--- src/exu_cfg.svh ---
`ifndef EXU_CFG_SVH
`define EXU_CFG_SVH

// operand and result width
`define EXU_XLEN 64

// width of the rv64 word forms
`define EXU_WORD_W 32

// accumulation stages in the multiplier chain, must divide EXU_XLEN
`define EXU_MUL_STAGES 4

// multiplier bits consumed by each stage
`define EXU_MUL_SLICE (`EXU_XLEN / `EXU_MUL_STAGES)

`endif

--- src/rv_isa_pkg.sv ---
package rv_isa_pkg;

  typedef logic [6:0] opcode_t;
  typedef logic [2:0] func3_t;

  // base opcodes
  localparam opcode_t op_r_type = 7'b0110011;
  localparam opcode_t op_i_type = 7'b0010011;
  localparam opcode_t op_rv64_r = 7'b0111011;
  localparam opcode_t op_rv64_i = 7'b0011011;
  localparam opcode_t op_b_type = 7'b1100011;
  localparam opcode_t op_load   = 7'b0000011;
  localparam opcode_t op_store  = 7'b0100011;
  localparam opcode_t op_jal    = 7'b1101111;
  localparam opcode_t op_jalr   = 7'b1100111;
  localparam opcode_t op_auipc  = 7'b0010111;
  localparam opcode_t op_lui    = 7'b0110111;

  // integer register and immediate ops
  localparam func3_t f3_add  = 3'b000;
  localparam func3_t f3_sll  = 3'b001;
  localparam func3_t f3_slt  = 3'b010;
  localparam func3_t f3_sltu = 3'b011;
  localparam func3_t f3_xor  = 3'b100;
  localparam func3_t f3_srl  = 3'b101;
  localparam func3_t f3_or   = 3'b110;
  localparam func3_t f3_and  = 3'b111;

  // branch conditions
  localparam func3_t f3_beq  = 3'b000;
  localparam func3_t f3_bne  = 3'b001;
  localparam func3_t f3_blt  = 3'b100;
  localparam func3_t f3_bge  = 3'b101;
  localparam func3_t f3_bltu = 3'b110;
  localparam func3_t f3_bgeu = 3'b111;

  // M extension multiplies
  localparam func3_t f3_mul    = 3'b000;
  localparam func3_t f3_mulh   = 3'b001;
  localparam func3_t f3_mulhsu = 3'b010;
  localparam func3_t f3_mulhu  = 3'b011;

endpackage

--- src/exu_pkg.sv ---
`include "exu_cfg.svh"

package exu_pkg;

  typedef logic [`EXU_XLEN-1:0]   word_t;
  typedef logic [`EXU_WORD_W-1:0] half_t;
  typedef logic [2*`EXU_XLEN-1:0] dword_t;  // full product

  typedef enum logic [3:0] {
    mode_none,
    mode_add,
    mode_sub,
    mode_and,
    mode_or,
    mode_xor,
    mode_sll,
    mode_srl,
    mode_sra,
    mode_slt,     // slt and sltu, func3 picks
    mode_pass_b,
    mode_branch
  } alu_mode_t;

  typedef enum logic [2:0] {
    mul_lo,
    mul_hi_ss,
    mul_hi_su,
    mul_hi_uu,
    mul_word,
    mul_none
  } mul_kind_t;

endpackage

--- src/mul_prep.sv ---
`timescale 1ns/1ps
`include "exu_cfg.svh"

module mul_prep import exu_pkg::*, rv_isa_pkg::*; (
  input  logic      clk,
  input  logic      reset,
  input  word_t     scr1,
  input  word_t     scr2,
  input  func3_t    func3,
  input  logic      word_op,
  input  logic      mul_en,
  input  logic      mul_ready,
  output logic      stg_valid,
  output logic      stg_neg,
  output word_t     stg_mcand,
  output word_t     stg_mplier,
  output dword_t    stg_acc,
  output mul_kind_t stg_kind
);

  mul_kind_t kind;
  logic      busy;
  logic      launch;
  logic      a_signed;
  logic      b_signed;
  half_t     a_lo;
  half_t     b_lo;
  word_t     a_mag;
  word_t     b_mag;

  assign launch   = mul_en & ~busy;
  assign a_signed = (kind == mul_hi_ss) || (kind == mul_hi_su);
  assign b_signed = (kind == mul_hi_ss);
  assign a_lo     = scr1[`EXU_WORD_W-1:0];
  assign b_lo     = scr2[`EXU_WORD_W-1:0];

  always_comb begin
    if (word_op) begin
      kind = (func3 == f3_mul) ? mul_word : mul_none;
    end else begin
      case (func3)
        f3_mul:    kind = mul_lo;
        f3_mulh:   kind = mul_hi_ss;
        f3_mulhsu: kind = mul_hi_su;
        f3_mulhu:  kind = mul_hi_uu;
        default:   kind = mul_none;  // div/rem not supported
      endcase
    end
  end

  always_comb begin
    if (kind == mul_word) begin
      a_mag = word_t'(a_lo);  // low product bits ignore sign
      b_mag = word_t'(b_lo);
    end else begin
      a_mag = (a_signed && scr1[`EXU_XLEN-1]) ? -scr1 : scr1;
      b_mag = (b_signed && scr2[`EXU_XLEN-1]) ? -scr2 : scr2;
    end
  end

  always_ff @(posedge clk) begin
    if (reset) begin
      busy      <= 1'b0;
      stg_valid <= 1'b0;
    end else begin
      stg_valid <= launch;
      if (mul_ready) busy <= 1'b0;
      else if (launch) busy <= 1'b1;
    end
  end

  always_ff @(posedge clk) begin
    if (launch) begin
      stg_mcand  <= a_mag;
      stg_mplier <= b_mag;
      stg_acc    <= '0;
      stg_neg    <= (a_signed & scr1[`EXU_XLEN-1]) ^ (b_signed & scr2[`EXU_XLEN-1]);
      stg_kind   <= kind;
    end
  end

endmodule

--- config.mk ---
export PLATFORM = sky130hd
export DESIGN_NAME = mul_prep
export DESIGN_NICKNAME = d
export VERILOG_FILES = /design/src/rv_isa_pkg.sv /design/src/exu_pkg.sv /design/src/mul_prep.sv
export VERILOG_INCLUDE_DIRS = /design/src
export SDC_FILE = /design/constraint.sdc
export NUM_CORES = 1
export LEC_CHECK = 0
export BUFFER_PORTS_ARGS = -buffer_cell sky130_fd_sc_hd__buf_2
export CAP_MARGIN = 10
export CORE_AREA = 2 2 155 157
export DETAILED_ROUTE_END_ITERATION = 10
export DIE_AREA = 0 0 157 159
export PLACE_DENSITY_LB_ADDON = 0.25
export REMOVE_ABC_BUFFERS = 1
export SYNTH_ARGS = -nofsm -noshare
export SYNTH_HDL_FRONTEND = slang
export SYNTH_SLANG_ARGS = --single-unit
export TNS_END_PERCENT = 30
--- constraint.sdc ---
create_clock -name clk -period 9.01 [get_ports clk]
set_input_delay 0.4505 -clock clk [delete_from_list [all_inputs] [get_ports clk]]
set_output_delay 0.4505 -clock clk [all_outputs]
set_load 0.01 [all_outputs]
==> impl_metrics.ini <==
[status]
outcome = completed

[final_layout]
nFillCells = 2257
drive_above_1_share_pct = 29.2
utilization_pct = 45.2
n_antenna_cell = 0
area_delta_synth_final_pct = 20.1
nets = 1255

[cts]
clockBufferDepth = 2
clk_latency_ps = 430
cts_tree = built
cts.sinks = 134
hold_buffers = 0
cts_setup_buffers = 0
root_buffer = clkbuf_16
cts_max_level = 4
clk_pin_slew_ps = 60
numCtsBuffers = 17
cts_resized = 0

[die]
initial_core_util_pct = 37.6
core_area_mm2 = 0.0232
die_area_mm2 = 0.0250
ioPinCount = 397
rows = 56
dieHeight_um = 159
die_w_um = 157

[setup_path]
cp_slowest_cell = nand4_1
arrival_ps = 3560
critPathMaxStageDelay_ps = 840
reg2reg_slack_ps = 7390
crit_type = in2reg
reg2reg_depth = 2
worstPathMaxFanout = 15
path_cells = buf_2 -> nor4_1 -> nand4_1 -> or3_1 -> nor2_1 -> o311ai_0
cp.required_ps = 9150
critPathCaptureType = register
r2r_end = stg_mplier[63]$_SDFFCE_PP0P_
start_kind = input port
r2r-start = busy$_SDFFE_PP0P_

[drt]
dr_total_vias = 7124
ant_nets = 0
drt_iter0_markers = 429
viasPerCell = 4.92
wirelength_mm = 24.3
dr.pass1.iters = 5
avgRoutedWirePerCell_um = 16.8
drc_errors = 0

[place]
dp_hpwl_mm = 18.2
place_congestion = 0.828
dp_slack_ps = 5180
io_buffers = 268

[sta]
slew_headroom_pct = 25.9
setup-tns-final_ps = 0
skew_ps = 9.47
period_share_pct = 38.0
setup_ws_ps = 5580
fmax_ghz = 0.292
finalCriticalPeriod_ps = 3430
slew_viol_final = 0
worst_pin_slew_ps = 1110
setup_viol = 0
rsz0062_at_grt = no
finalHoldViolCount = 0

[power_and_ir_drop]
comb_power_share_pct = 14.6
power_density_mw_per_mm2 = 164
p_leak_uw = 0.00424
clkPwrFrac_pct = 41.7
power_frac_seq_pct = 43.7
swShare_pct = 28.5
p_int_uw = 1230
irDropWorstVdd_mv = 0.104
p_switching_uw = 489

[global_route]
grt_usage_pct = 18.7
grtUsageMet1_pct = 22.0
grt_pass1_wl_mm = 36.2
use_met3_pct = 4.00
grt_busiest_layer = met2
grtUsageMet2_pct = 33.3
antenna_found_initial = 0
globalRouteOverflowTotal = 0
grt_max_degree = 72
grt_pass1_vias = 6531

[synth]
yosysSeqAreaShare_pct = 45.9
synth.distinct_cells = 62
synth_area_per_cell_um2 = 10.1
synthCells = 864
async_flop_share_pct = 0
synth_top_flop_cell = edfxtp_1
syn_area_mm2 = 0.00872
synth_warnings = 0
synth_edf_count = 132
ys_ff_latch = 134

[worst_hold_path]
whs_path_depth = 2
hold_class = in2reg
holdPathEnd = busy$_SDFFE_PP0P_
hold_start = mul_ready

[flow_run]
maxCapViolCount = 0
-- flip-flops by register name (all words and copies together), names as in the netlist --
| name | cells |
|---|---|
| stg_mcand | 64 |
| stg_mplier | 64 |
| stg_kind | 3 |
| busy | 1 |
| stg_neg | 1 |
| stg_valid | 1 |
-- layout make-up --
| cell class | instances | area (µm²) | area share, % |
|---|---|---|---|
| clock buffer | 17 | 425 | 4.06 |
| clock inverter | 15 | 175 | 1.67 |
| inverter | 8 | 30.0 | 0.287 |
| multi-input combinational | 682 | 4060 | 38.7 |
| sequential | 134 | 4000 | 38.2 |
| tap | 319 | 399 | 3.81 |
| timing repair buffer | 274 | 1390 | 13.2 |
-- layout by cell type, fill, tap and decap left out, types with 29 or more instances in the layout --
| master | netlist | final |
|---|---|---|
| buf_2 | 3 | 268 |
| edfxtp_1 | 132 | 132 |
| conb_1 | 1 | 128 |
| nor2_1 | 70 | 70 |
| nand2_1 | 59 | 59 |
| xnor2_1 | 35 | 35 |
| nor3_1 | 32 | 32 |
| xor2_1 | 32 | 32 |
| o21ai_0 | 31 | 31 |
| a21oi_1 | 29 | 29 |
| mux2i_1 | 29 | 29 |
-- synthesized netlist by cell type (all sizes together), types with 12 or more instances --
cell type / n / area, µm²
o211ai: 18 / 135
nand2: 59 / 221
xor2: 32 / 280
o31ai: 24 / 180
nor2: 70 / 263
xnor2: 35 / 307
mux2i: 29 / 290
o21ai: 32 / 160
o41ai: 12 / 113
nor4: 24 / 171
buf: 133 / 991
edfxtp: 132 / 3960
clkbuf: 34 / 128
or4: 24 / 188
or2: 12 / 75.1
or3: 21 / 131
a21oi: 29 / 145
nor3: 33 / 170
nand3: 15 / 75.1
-- critical path, delay by kind of cell --
kind / cells / cell delay [ps]
buf+inv: 1 / 110
simple gates: 4 / 2800
compound gates: 1 / 190
-- metal layers --
metal  routed length, µm  up-vias
met5                   0        -
met4                 544        0
met3                1650       28
met2               12500      278
met1                9610     3321
li1                    -     3497
-- cells by family after synthesis --
| group | count (synthesis) | share of synthesized area [%] |
|---|---|---|
| other | 1 | 0.0430 |
| adder cells (fa/ha/maj) | 2 | 0.287 |
| XOR/XNOR | 67 | 6.73 |
| AND/OR/NAND/NOR | 300 | 18.3 |
| multiplexers | 29 | 3.33 |
| AO/OA/AOI/OAI | 156 | 12.3 |
| buffers and inverters | 175 | 13.2 |
| flip-flops | 134 | 45.9 |
-- per-stage QoR --
| step | area [µm²] | hold WS, ps | instances | power, µW |
|---|---|---|---|---|
| CTS | 10500 | 173 | 1449 | 1730 |
| floorplan | 8080 | 467 | 824 | 897 |
| global route | 10500 | 181 | 1449 | 1780 |
| finish | 10500 | 190 | 1449 | 1720 |
| global placement | 9880 | 519 | 1417 | 1010 |
| detailed placement | 9880 | 528 | 1417 | 1020 |
-- power groups by stage --
stage | combinational (µW) | sequential (µW) | clock, µW
2_1_floorplan | 103 | 795 | 0
3_3_place_gp | 249 | 764 | 0
3_5_place_dp | 251 | 765 | 0
4_1_cts | 252 | 752 | 728
5_1_grt | 275 | 755 | 754
6_report | 250 | 751 | 715
-- worst max path at each step --
stage	from	to	slack (ps)	cells past startpoint
after floorplan	mul_en	stg_kind[0]$_DFFE_PP_	2180	1
after global placement	scr2[17]	stg_mplier[53]$_SDFFCE_PP0P_	5300	6
after detailed placement	scr2[17]	stg_mplier[51]$_SDFFCE_PP0P_	5180	6
after CTS	scr2[17]	stg_mplier[51]$_SDFFCE_PP0P_	5620	6
after global routing	scr2[17]	stg_mplier[53]$_SDFFCE_PP0P_	5340	6
final	scr2[17]	stg_mplier[53]$_SDFFCE_PP0P_	5580	6
(Power assumes the default switching activity.)
