File: src/exu_cfg.svh
`ifndef EXU_CFG_SVH
`define EXU_CFG_SVH

// operand and result width
`define EXU_XLEN 64

// width of the rv64 word forms
`define EXU_WORD_W 32

// accumulation stages in the multiplier chain, must divide EXU_XLEN
`define EXU_MUL_STAGES 4

// multiplier bits consumed by each stage
`define EXU_MUL_SLICE (`EXU_XLEN / `EXU_MUL_STAGES)

`endif

File: src/rv_isa_pkg.sv
package rv_isa_pkg;

  typedef logic [6:0] opcode_t;
  typedef logic [2:0] func3_t;

  // base opcodes
  localparam opcode_t op_r_type = 7'b0110011;
  localparam opcode_t op_i_type = 7'b0010011;
  localparam opcode_t op_rv64_r = 7'b0111011;
  localparam opcode_t op_rv64_i = 7'b0011011;
  localparam opcode_t op_b_type = 7'b1100011;
  localparam opcode_t op_load   = 7'b0000011;
  localparam opcode_t op_store  = 7'b0100011;
  localparam opcode_t op_jal    = 7'b1101111;
  localparam opcode_t op_jalr   = 7'b1100111;
  localparam opcode_t op_auipc  = 7'b0010111;
  localparam opcode_t op_lui    = 7'b0110111;

  // integer register and immediate ops
  localparam func3_t f3_add  = 3'b000;
  localparam func3_t f3_sll  = 3'b001;
  localparam func3_t f3_slt  = 3'b010;
  localparam func3_t f3_sltu = 3'b011;
  localparam func3_t f3_xor  = 3'b100;
  localparam func3_t f3_srl  = 3'b101;
  localparam func3_t f3_or   = 3'b110;
  localparam func3_t f3_and  = 3'b111;

  // branch conditions
  localparam func3_t f3_beq  = 3'b000;
  localparam func3_t f3_bne  = 3'b001;
  localparam func3_t f3_blt  = 3'b100;
  localparam func3_t f3_bge  = 3'b101;
  localparam func3_t f3_bltu = 3'b110;
  localparam func3_t f3_bgeu = 3'b111;

  // M extension multiplies
  localparam func3_t f3_mul    = 3'b000;
  localparam func3_t f3_mulh   = 3'b001;
  localparam func3_t f3_mulhsu = 3'b010;
  localparam func3_t f3_mulhu  = 3'b011;

endpackage

File: src/exu_pkg.sv
`include "exu_cfg.svh"

package exu_pkg;

  typedef logic [`EXU_XLEN-1:0]   word_t;
  typedef logic [`EXU_WORD_W-1:0] half_t;
  typedef logic [2*`EXU_XLEN-1:0] dword_t;  // full product

  typedef enum logic [3:0] {
    mode_none,
    mode_add,
    mode_sub,
    mode_and,
    mode_or,
    mode_xor,
    mode_sll,
    mode_srl,
    mode_sra,
    mode_slt,     // slt and sltu, func3 picks
    mode_pass_b,
    mode_branch
  } alu_mode_t;

  typedef enum logic [2:0] {
    mul_lo,
    mul_hi_ss,
    mul_hi_su,
    mul_hi_uu,
    mul_word,
    mul_none
  } mul_kind_t;

endpackage

File: src/alu_mode_decode.sv
`timescale 1ns/1ps

module alu_mode_decode import exu_pkg::*, rv_isa_pkg::*; (
  input  opcode_t   opcode,
  input  func3_t    func3,
  input  logic      func7,
  output alu_mode_t mode,
  output logic      word_op
);

  alu_mode_t shr_mode;

  assign shr_mode = func7 ? mode_sra : mode_srl;  // bit 30 picks arithmetic shift
  assign word_op  = (opcode == op_rv64_r) || (opcode == op_rv64_i);

  always_comb begin
    case (opcode)
      op_r_type: begin
        case (func3)
          f3_add:  mode = func7 ? mode_sub : mode_add;
          f3_sll:  mode = mode_sll;
          f3_slt:  mode = mode_slt;
          f3_sltu: mode = mode_slt;
          f3_xor:  mode = mode_xor;
          f3_srl:  mode = shr_mode;
          f3_or:   mode = mode_or;
          f3_and:  mode = mode_and;
          default: mode = mode_none;
        endcase
      end
      op_i_type: begin
        case (func3)
          f3_add:  mode = mode_add;  // no subi
          f3_sll:  mode = mode_sll;
          f3_slt:  mode = mode_slt;
          f3_sltu: mode = mode_slt;
          f3_xor:  mode = mode_xor;
          f3_srl:  mode = shr_mode;
          f3_or:   mode = mode_or;
          f3_and:  mode = mode_and;
          default: mode = mode_none;
        endcase
      end
      op_rv64_r: begin
        case (func3)
          f3_add:  mode = func7 ? mode_sub : mode_add;
          f3_sll:  mode = mode_sll;
          f3_srl:  mode = shr_mode;
          default: mode = mode_none;
        endcase
      end
      op_rv64_i: begin
        case (func3)
          f3_add:  mode = mode_add;
          f3_sll:  mode = mode_sll;
          f3_srl:  mode = shr_mode;
          default: mode = mode_none;
        endcase
      end
      op_b_type: mode = mode_branch;
      op_load,
      op_store,
      op_jal,
      op_jalr,
      op_auipc:  mode = mode_add;    // address sums
      op_lui:    mode = mode_pass_b;
      default:   mode = mode_none;
    endcase
  end

endmodule

File: config.mk
export PLATFORM = sky130hd
export DESIGN_NAME = alu_mode_decode
export DESIGN_NICKNAME = d
export VERILOG_FILES = /design/src/rv_isa_pkg.sv /design/src/exu_pkg.sv /design/src/alu_mode_decode.sv
export VERILOG_INCLUDE_DIRS = /design/src
export SDC_FILE = /design/constraint.sdc
export NUM_CORES = 1
export LEC_CHECK = 0
export ABC_AREA = 1
export CAP_MARGIN = 20
export CORE_AREA = 2 2 39 41
export DETAILED_ROUTE_END_ITERATION = 8
export DIE_AREA = 0 0 41 43
export DONT_BUFFER_PORTS = 1
export PLACE_DENSITY_LB_ADDON = 0.15
export REMOVE_ABC_BUFFERS = 1
export SYNTH_ARGS = -nofsm -noshare
export SYNTH_HDL_FRONTEND = slang
export SYNTH_SLANG_ARGS = --single-unit
File: constraint.sdc
create_clock -name vclk -period 1.1
set_input_delay 0.055 -clock vclk [all_inputs]
set_output_delay 0.055 -clock vclk [all_outputs]
set_load 0.03 [all_outputs]
==> impl_metrics.yaml, run 1 <==
status:
  status: "complete, no violations"
sta:
  fin_crit_ns: 0.896
  setup_tns_ns: 0
  rsz0062_at_grt: "no"
  period_share: 0.814
  tightestPinTransition_ns: 0.389
  relSlewSlack: 0.740
  finalHoldViolations: 0
  final-setup-viol-count: 0
  holdWs_ns: 0.422
  slew_violations: 0
  fmax_mhz: 1120
worst_setup_path:
  worstPathArrival_ns: 0.84
  crit_fanout: 4
  required_ns: 1.04
  crit_type: "primary input to primary output"
  startpoint_type: "primary input"
  critPathCaptureType: "primary output"
min_path:
  hold_path_class: "primary input to primary output"
floorplanning:
  die_y_um: 43
  row_count: 14
  die_width_um: 41
  initial_core_util: 0.244
  ioPinCount: 16
  die_area_mm2: 0.00176
  coreArea_mm2: 0.00138
routing:
  vias: 452
  first_iter_violations: 5
  vias_per_cell: 4.86
  drc: 0
  routed_wirelength_um: 925
  avgRoutedWirePerCell_um: 9.95
  ant_nets: 0
  dr.pass1.iters: 4
final_layout:
  antennaDiodeCount: 0
  areaGrowthSynthToFinish_pct: 10.4
  seqCellArea_um2: 0
  finalNonFillerCells: 93
  num-clock-buffers: 0
  mostFrequentLayoutCells: "nand2_1 (22), nor2_1 (14), nand3_1 (10)"
  final_common_cell: "nand2_1"
  finalNetCount: 90
  seq_cells: 0
  drive_gt1_frac: 0.169
  fillCellCount: 178
  multi_input_area_um2: 297
  final_util: 0.269
global_routing:
  grt_pass1_vias: 412
  grt_max_degree: 7
  track_usage: 0.117
  grt_pass1_wl_um: 1530
  grt.overflow.total: 0
  antenna_found_initial: 0
synthesis:
  synthesis.area_um2: 338
  synth_cells: 75
  synth_warnings: 0
  yosysUniqueCellTypes: 14
  ys_seq_area_frac: 0
  synth.avg_cell_area_um2: 4.50
cts:
  cts_setup_buffers: 0
  cts_hold_buf: 0
  cts_resized: 0
placed_design:
  gp_congestion: 0.748
  io_buffers: 0
  place_inst: 93
  dp_hpwl_um: 827
power:
  vdd.ir_drop.worst_uv: 69.4
  leakagePower_nw: 0.190
  power_density_mw_per_mm2: 209
  power_mw: 0.0781
flow_run:
  drv_cap: 0
through the flow:
step	area, um2	worst slack (ns)
2_1_floorplan	338	-0.132
3_5_place_dp	373	0.207
6_report	373	0.204
3_3_place_gp	373	0.198
5_1_grt	373	0.109
4_1_cts	373	0.201
layout make-up:
type | count | share of cell area
well taps | 16 | 0.0537
multi-input cells | 64 | 0.795
repair buffers | 2 | 0.0403
inverters | 11 | 0.111
report_power, final:
part / switching, mW / total (mW) / leakage [nW] / internal [mW]
sequential: 0 / 0 / 0 / 0
clock: 0 / 0 / 0 / 0
combinational: 0.0529 / 0.0781 / 0.190 / 0.0251
total: 0.0529 / 0.0781 / 0.190 / 0.0251
metal layers:
metal / track usage / routed length, um / up-vias
met5: 0 / 0 / -
met4: 0 / 0 / 0
met3: 0.00524 / 76 / 0
met2: 0.209 / 422 / 19
met1: 0.155 / 426 / 188
li1: - / - / 245
kinds of logic (layout without fill, tap and decap cells):
kind of cell	count (synthesis)	count (layout)	synth area share
and+or+nand+nor	57	57	0.763
buffers and inverters	11	13	0.122
AOI/OAI and AO/OA	7	7	0.115
worst max-delay path, stage by stage:
cell     delay [ns]
nand2_1        0.07
inv_2          0.06
nand2_1        0.12
nor2_1         0.08
a21oi_1        0.13
nand4_1        0.33
cell usage after synthesis:
| cell | number | area share |
|---|---|---|
| a21oi_1 | 4 | 0.059 |
| nor2_1 | 14 | 0.16 |
| inv_2 | 3 | 0.033 |
| nand4_1 | 3 | 0.056 |
| nand2_2 | 3 | 0.056 |
| nor2_2 | 4 | 0.074 |
| inv_1 | 7 | 0.078 |
| nand2_1 | 22 | 0.24 |
| a22oi_1 | 1 | 0.022 |
| clkinv_1 | 1 | 0.011 |
| nand3_2 | 1 | 0.030 |
| o22ai_1 | 1 | 0.019 |
| nand3_1 | 10 | 0.15 |
| o21ai_1 | 1 | 0.015 |
path summary, 6_finish.rpt:
kind / startpoint / to / slack (ns) / cells past startpoint
min: func3[2] / mode[2] / 0.42 / 3
max: opcode[1] / mode[0] / 0.20 / 6
Power figures use the tool's default switching activity.
==> inputs of run 2 (changes only) <==
==> constraint.sdc (replaced) <==
create_clock -name vclk -period 0.8
set_input_delay 0.04 -clock vclk [all_inputs]
set_output_delay 0.04 -clock vclk [all_outputs]
set_load 0.03 [all_outputs]
==> impl_metrics.yaml, run 2 (synthesis results as in run 1) <==
floorplanning:
  die_area_mm2: 0.00176
  die_y_um: 43
  ioPinCount: 16
  coreArea_mm2: 0.00138
  initial_core_util: 0.244
  die_width_um: 41
  row_count: 14
final_layout:
  antennaDiodeCount: 0
  final_common_cell: "nand2_1"
  final_util: 0.414
  fin_area_um2: 573
  fillCellCount: 154
  finalNonFillerCells: 101
  seqCellArea_um2: 0
  multi_input_area_um2: 395
  seq_cells: 0
  mostFrequentLayoutCells: "nand2_1 (15), nor2_1 (10), nand2_2 (7), nand3_1 (7)"
  num-clock-buffers: 0
  drive_gt1_frac: 0.494
  finalNetCount: 98
  areaGrowthSynthToFinish_pct: 69.6
placed_design:
  io_buffers: 0
  dp_slack_ns: -0.0540
  gp_congestion: 0.779
  dp_hpwl_um: 807
  place_inst: 98
  placed_cell_area_um2: 435
power:
  power_mw: 0.169
  power_density_mw_per_mm2: 296
  power.switching_fraction: 0.584
  leakagePower_nw: 0.268
  combPwrFrac: 1.000
  seqPwrFrac: 0
  intPower_mw: 0.0704
  vdd.ir_drop.worst_uv: 141
  p_sw_mw: 0.0990
  clock_power_share: 0
sta:
  tightestPinTransition_ns: 0.161
  holdWs_ns: 0.394
  slew_violations: 0
  relSlewSlack: 0.892
  period_share: 0.970
  postLayoutSetupSlackWorst_ns: 0.0241
  fmax_mhz: 1290
  setup_tns_ns: 0
  final-setup-viol-count: 0
  finalHoldViolations: 0
  rsz0062_at_grt: "yes"
  fin_crit_ns: 0.776
flow_run:
  drv_cap: 0
global_routing:
  track_usage: 0.126
  antenna_found_initial: 0
  grt_pass1_wl_um: 1650
  grt_max_degree: 7
  grt.overflow.total: 0
  grt_pass1_vias: 446
routing:
  met2_length_um: 588
  vias: 495
  routed_wirelength_um: 1060
  top_layer_used: "met3"
  first_iter_violations: 4
  drt-met1-wl_um: 422
  avgRoutedWirePerCell_um: 10.5
  ant_nets: 0
  dr.pass1.iters: 4
  wl_met3_um: 48
  vias_per_cell: 4.90
  drc: 0
status:
  status: "complete, no violations"
min_path:
  min-delay-start: "func3[2]"
  hold_path_class: "primary input to primary output"
worst_setup_path:
  crit_fanout: 3
  critPathLaunch: "opcode[3]"
  critPathCaptureType: "primary output"
  crit_type: "primary input to primary output"
  worstPathArrival_ns: 0.74
  required_ns: 0.76
  startpoint_type: "primary input"
==> run 2: changes by cell type in the layout (fill, tap and decap cells not counted), sizes merged <==
cell,before,now
buf,2,10
clkinv,1,0
clkinvlp,0,1
==> run 2: power groups by stage <==
stage,Combinational [mW],Sequential [mW],Clock (mW)
after floorplan,0.0923,0,0
after global placement,0.123,0,0
after detailed placement,0.122,0,0
after CTS,0.148,0,0
after global routing,0.187,0,0
final,0.169,0,0
==> run 2: worst max-delay path: stages <==
cell,delay (ns)
inv_4,0.02
nor2_4,0.10
nand2_4,0.08
nor2_2,0.15
a22oi_1,0.11
nand2_1,0.11
buf_12,0.13
==> run 2: layout make-up <==
class | count | area share
Timing Repair Buffer | 10 | 0.188
Inverter | 11 | 0.0873
Multi-Input combinational cell | 64 | 0.690
Tap cell | 16 | 0.0349
==> run 2: path summary, 6_finish.rpt <==
path      end  slack [ns]  cells past startpoint
min   mode[2]        0.39                      3
max   mode[1]        0.02                      7
==> run 2: repair_timing <==
action,CTS,global route
hold buffers,0,0
setup endpoints to repair,4,4
endpoints found under the hold margin,0,0
buffers inserted,0,3
cloned,0,0
pin swaps,8,7
resized for setup,22,12
==> run 2: routing by layer <==
| layer | vias up | GRT usage |
|---|---|---|
| li1 | 263 | - |
| met1 | 219 | 0.180 |
| met2 | 13 | 0.216 |
| met3 | 0 | 0 |
| met4 | 0 | 0 |
| met5 | - | 0 |
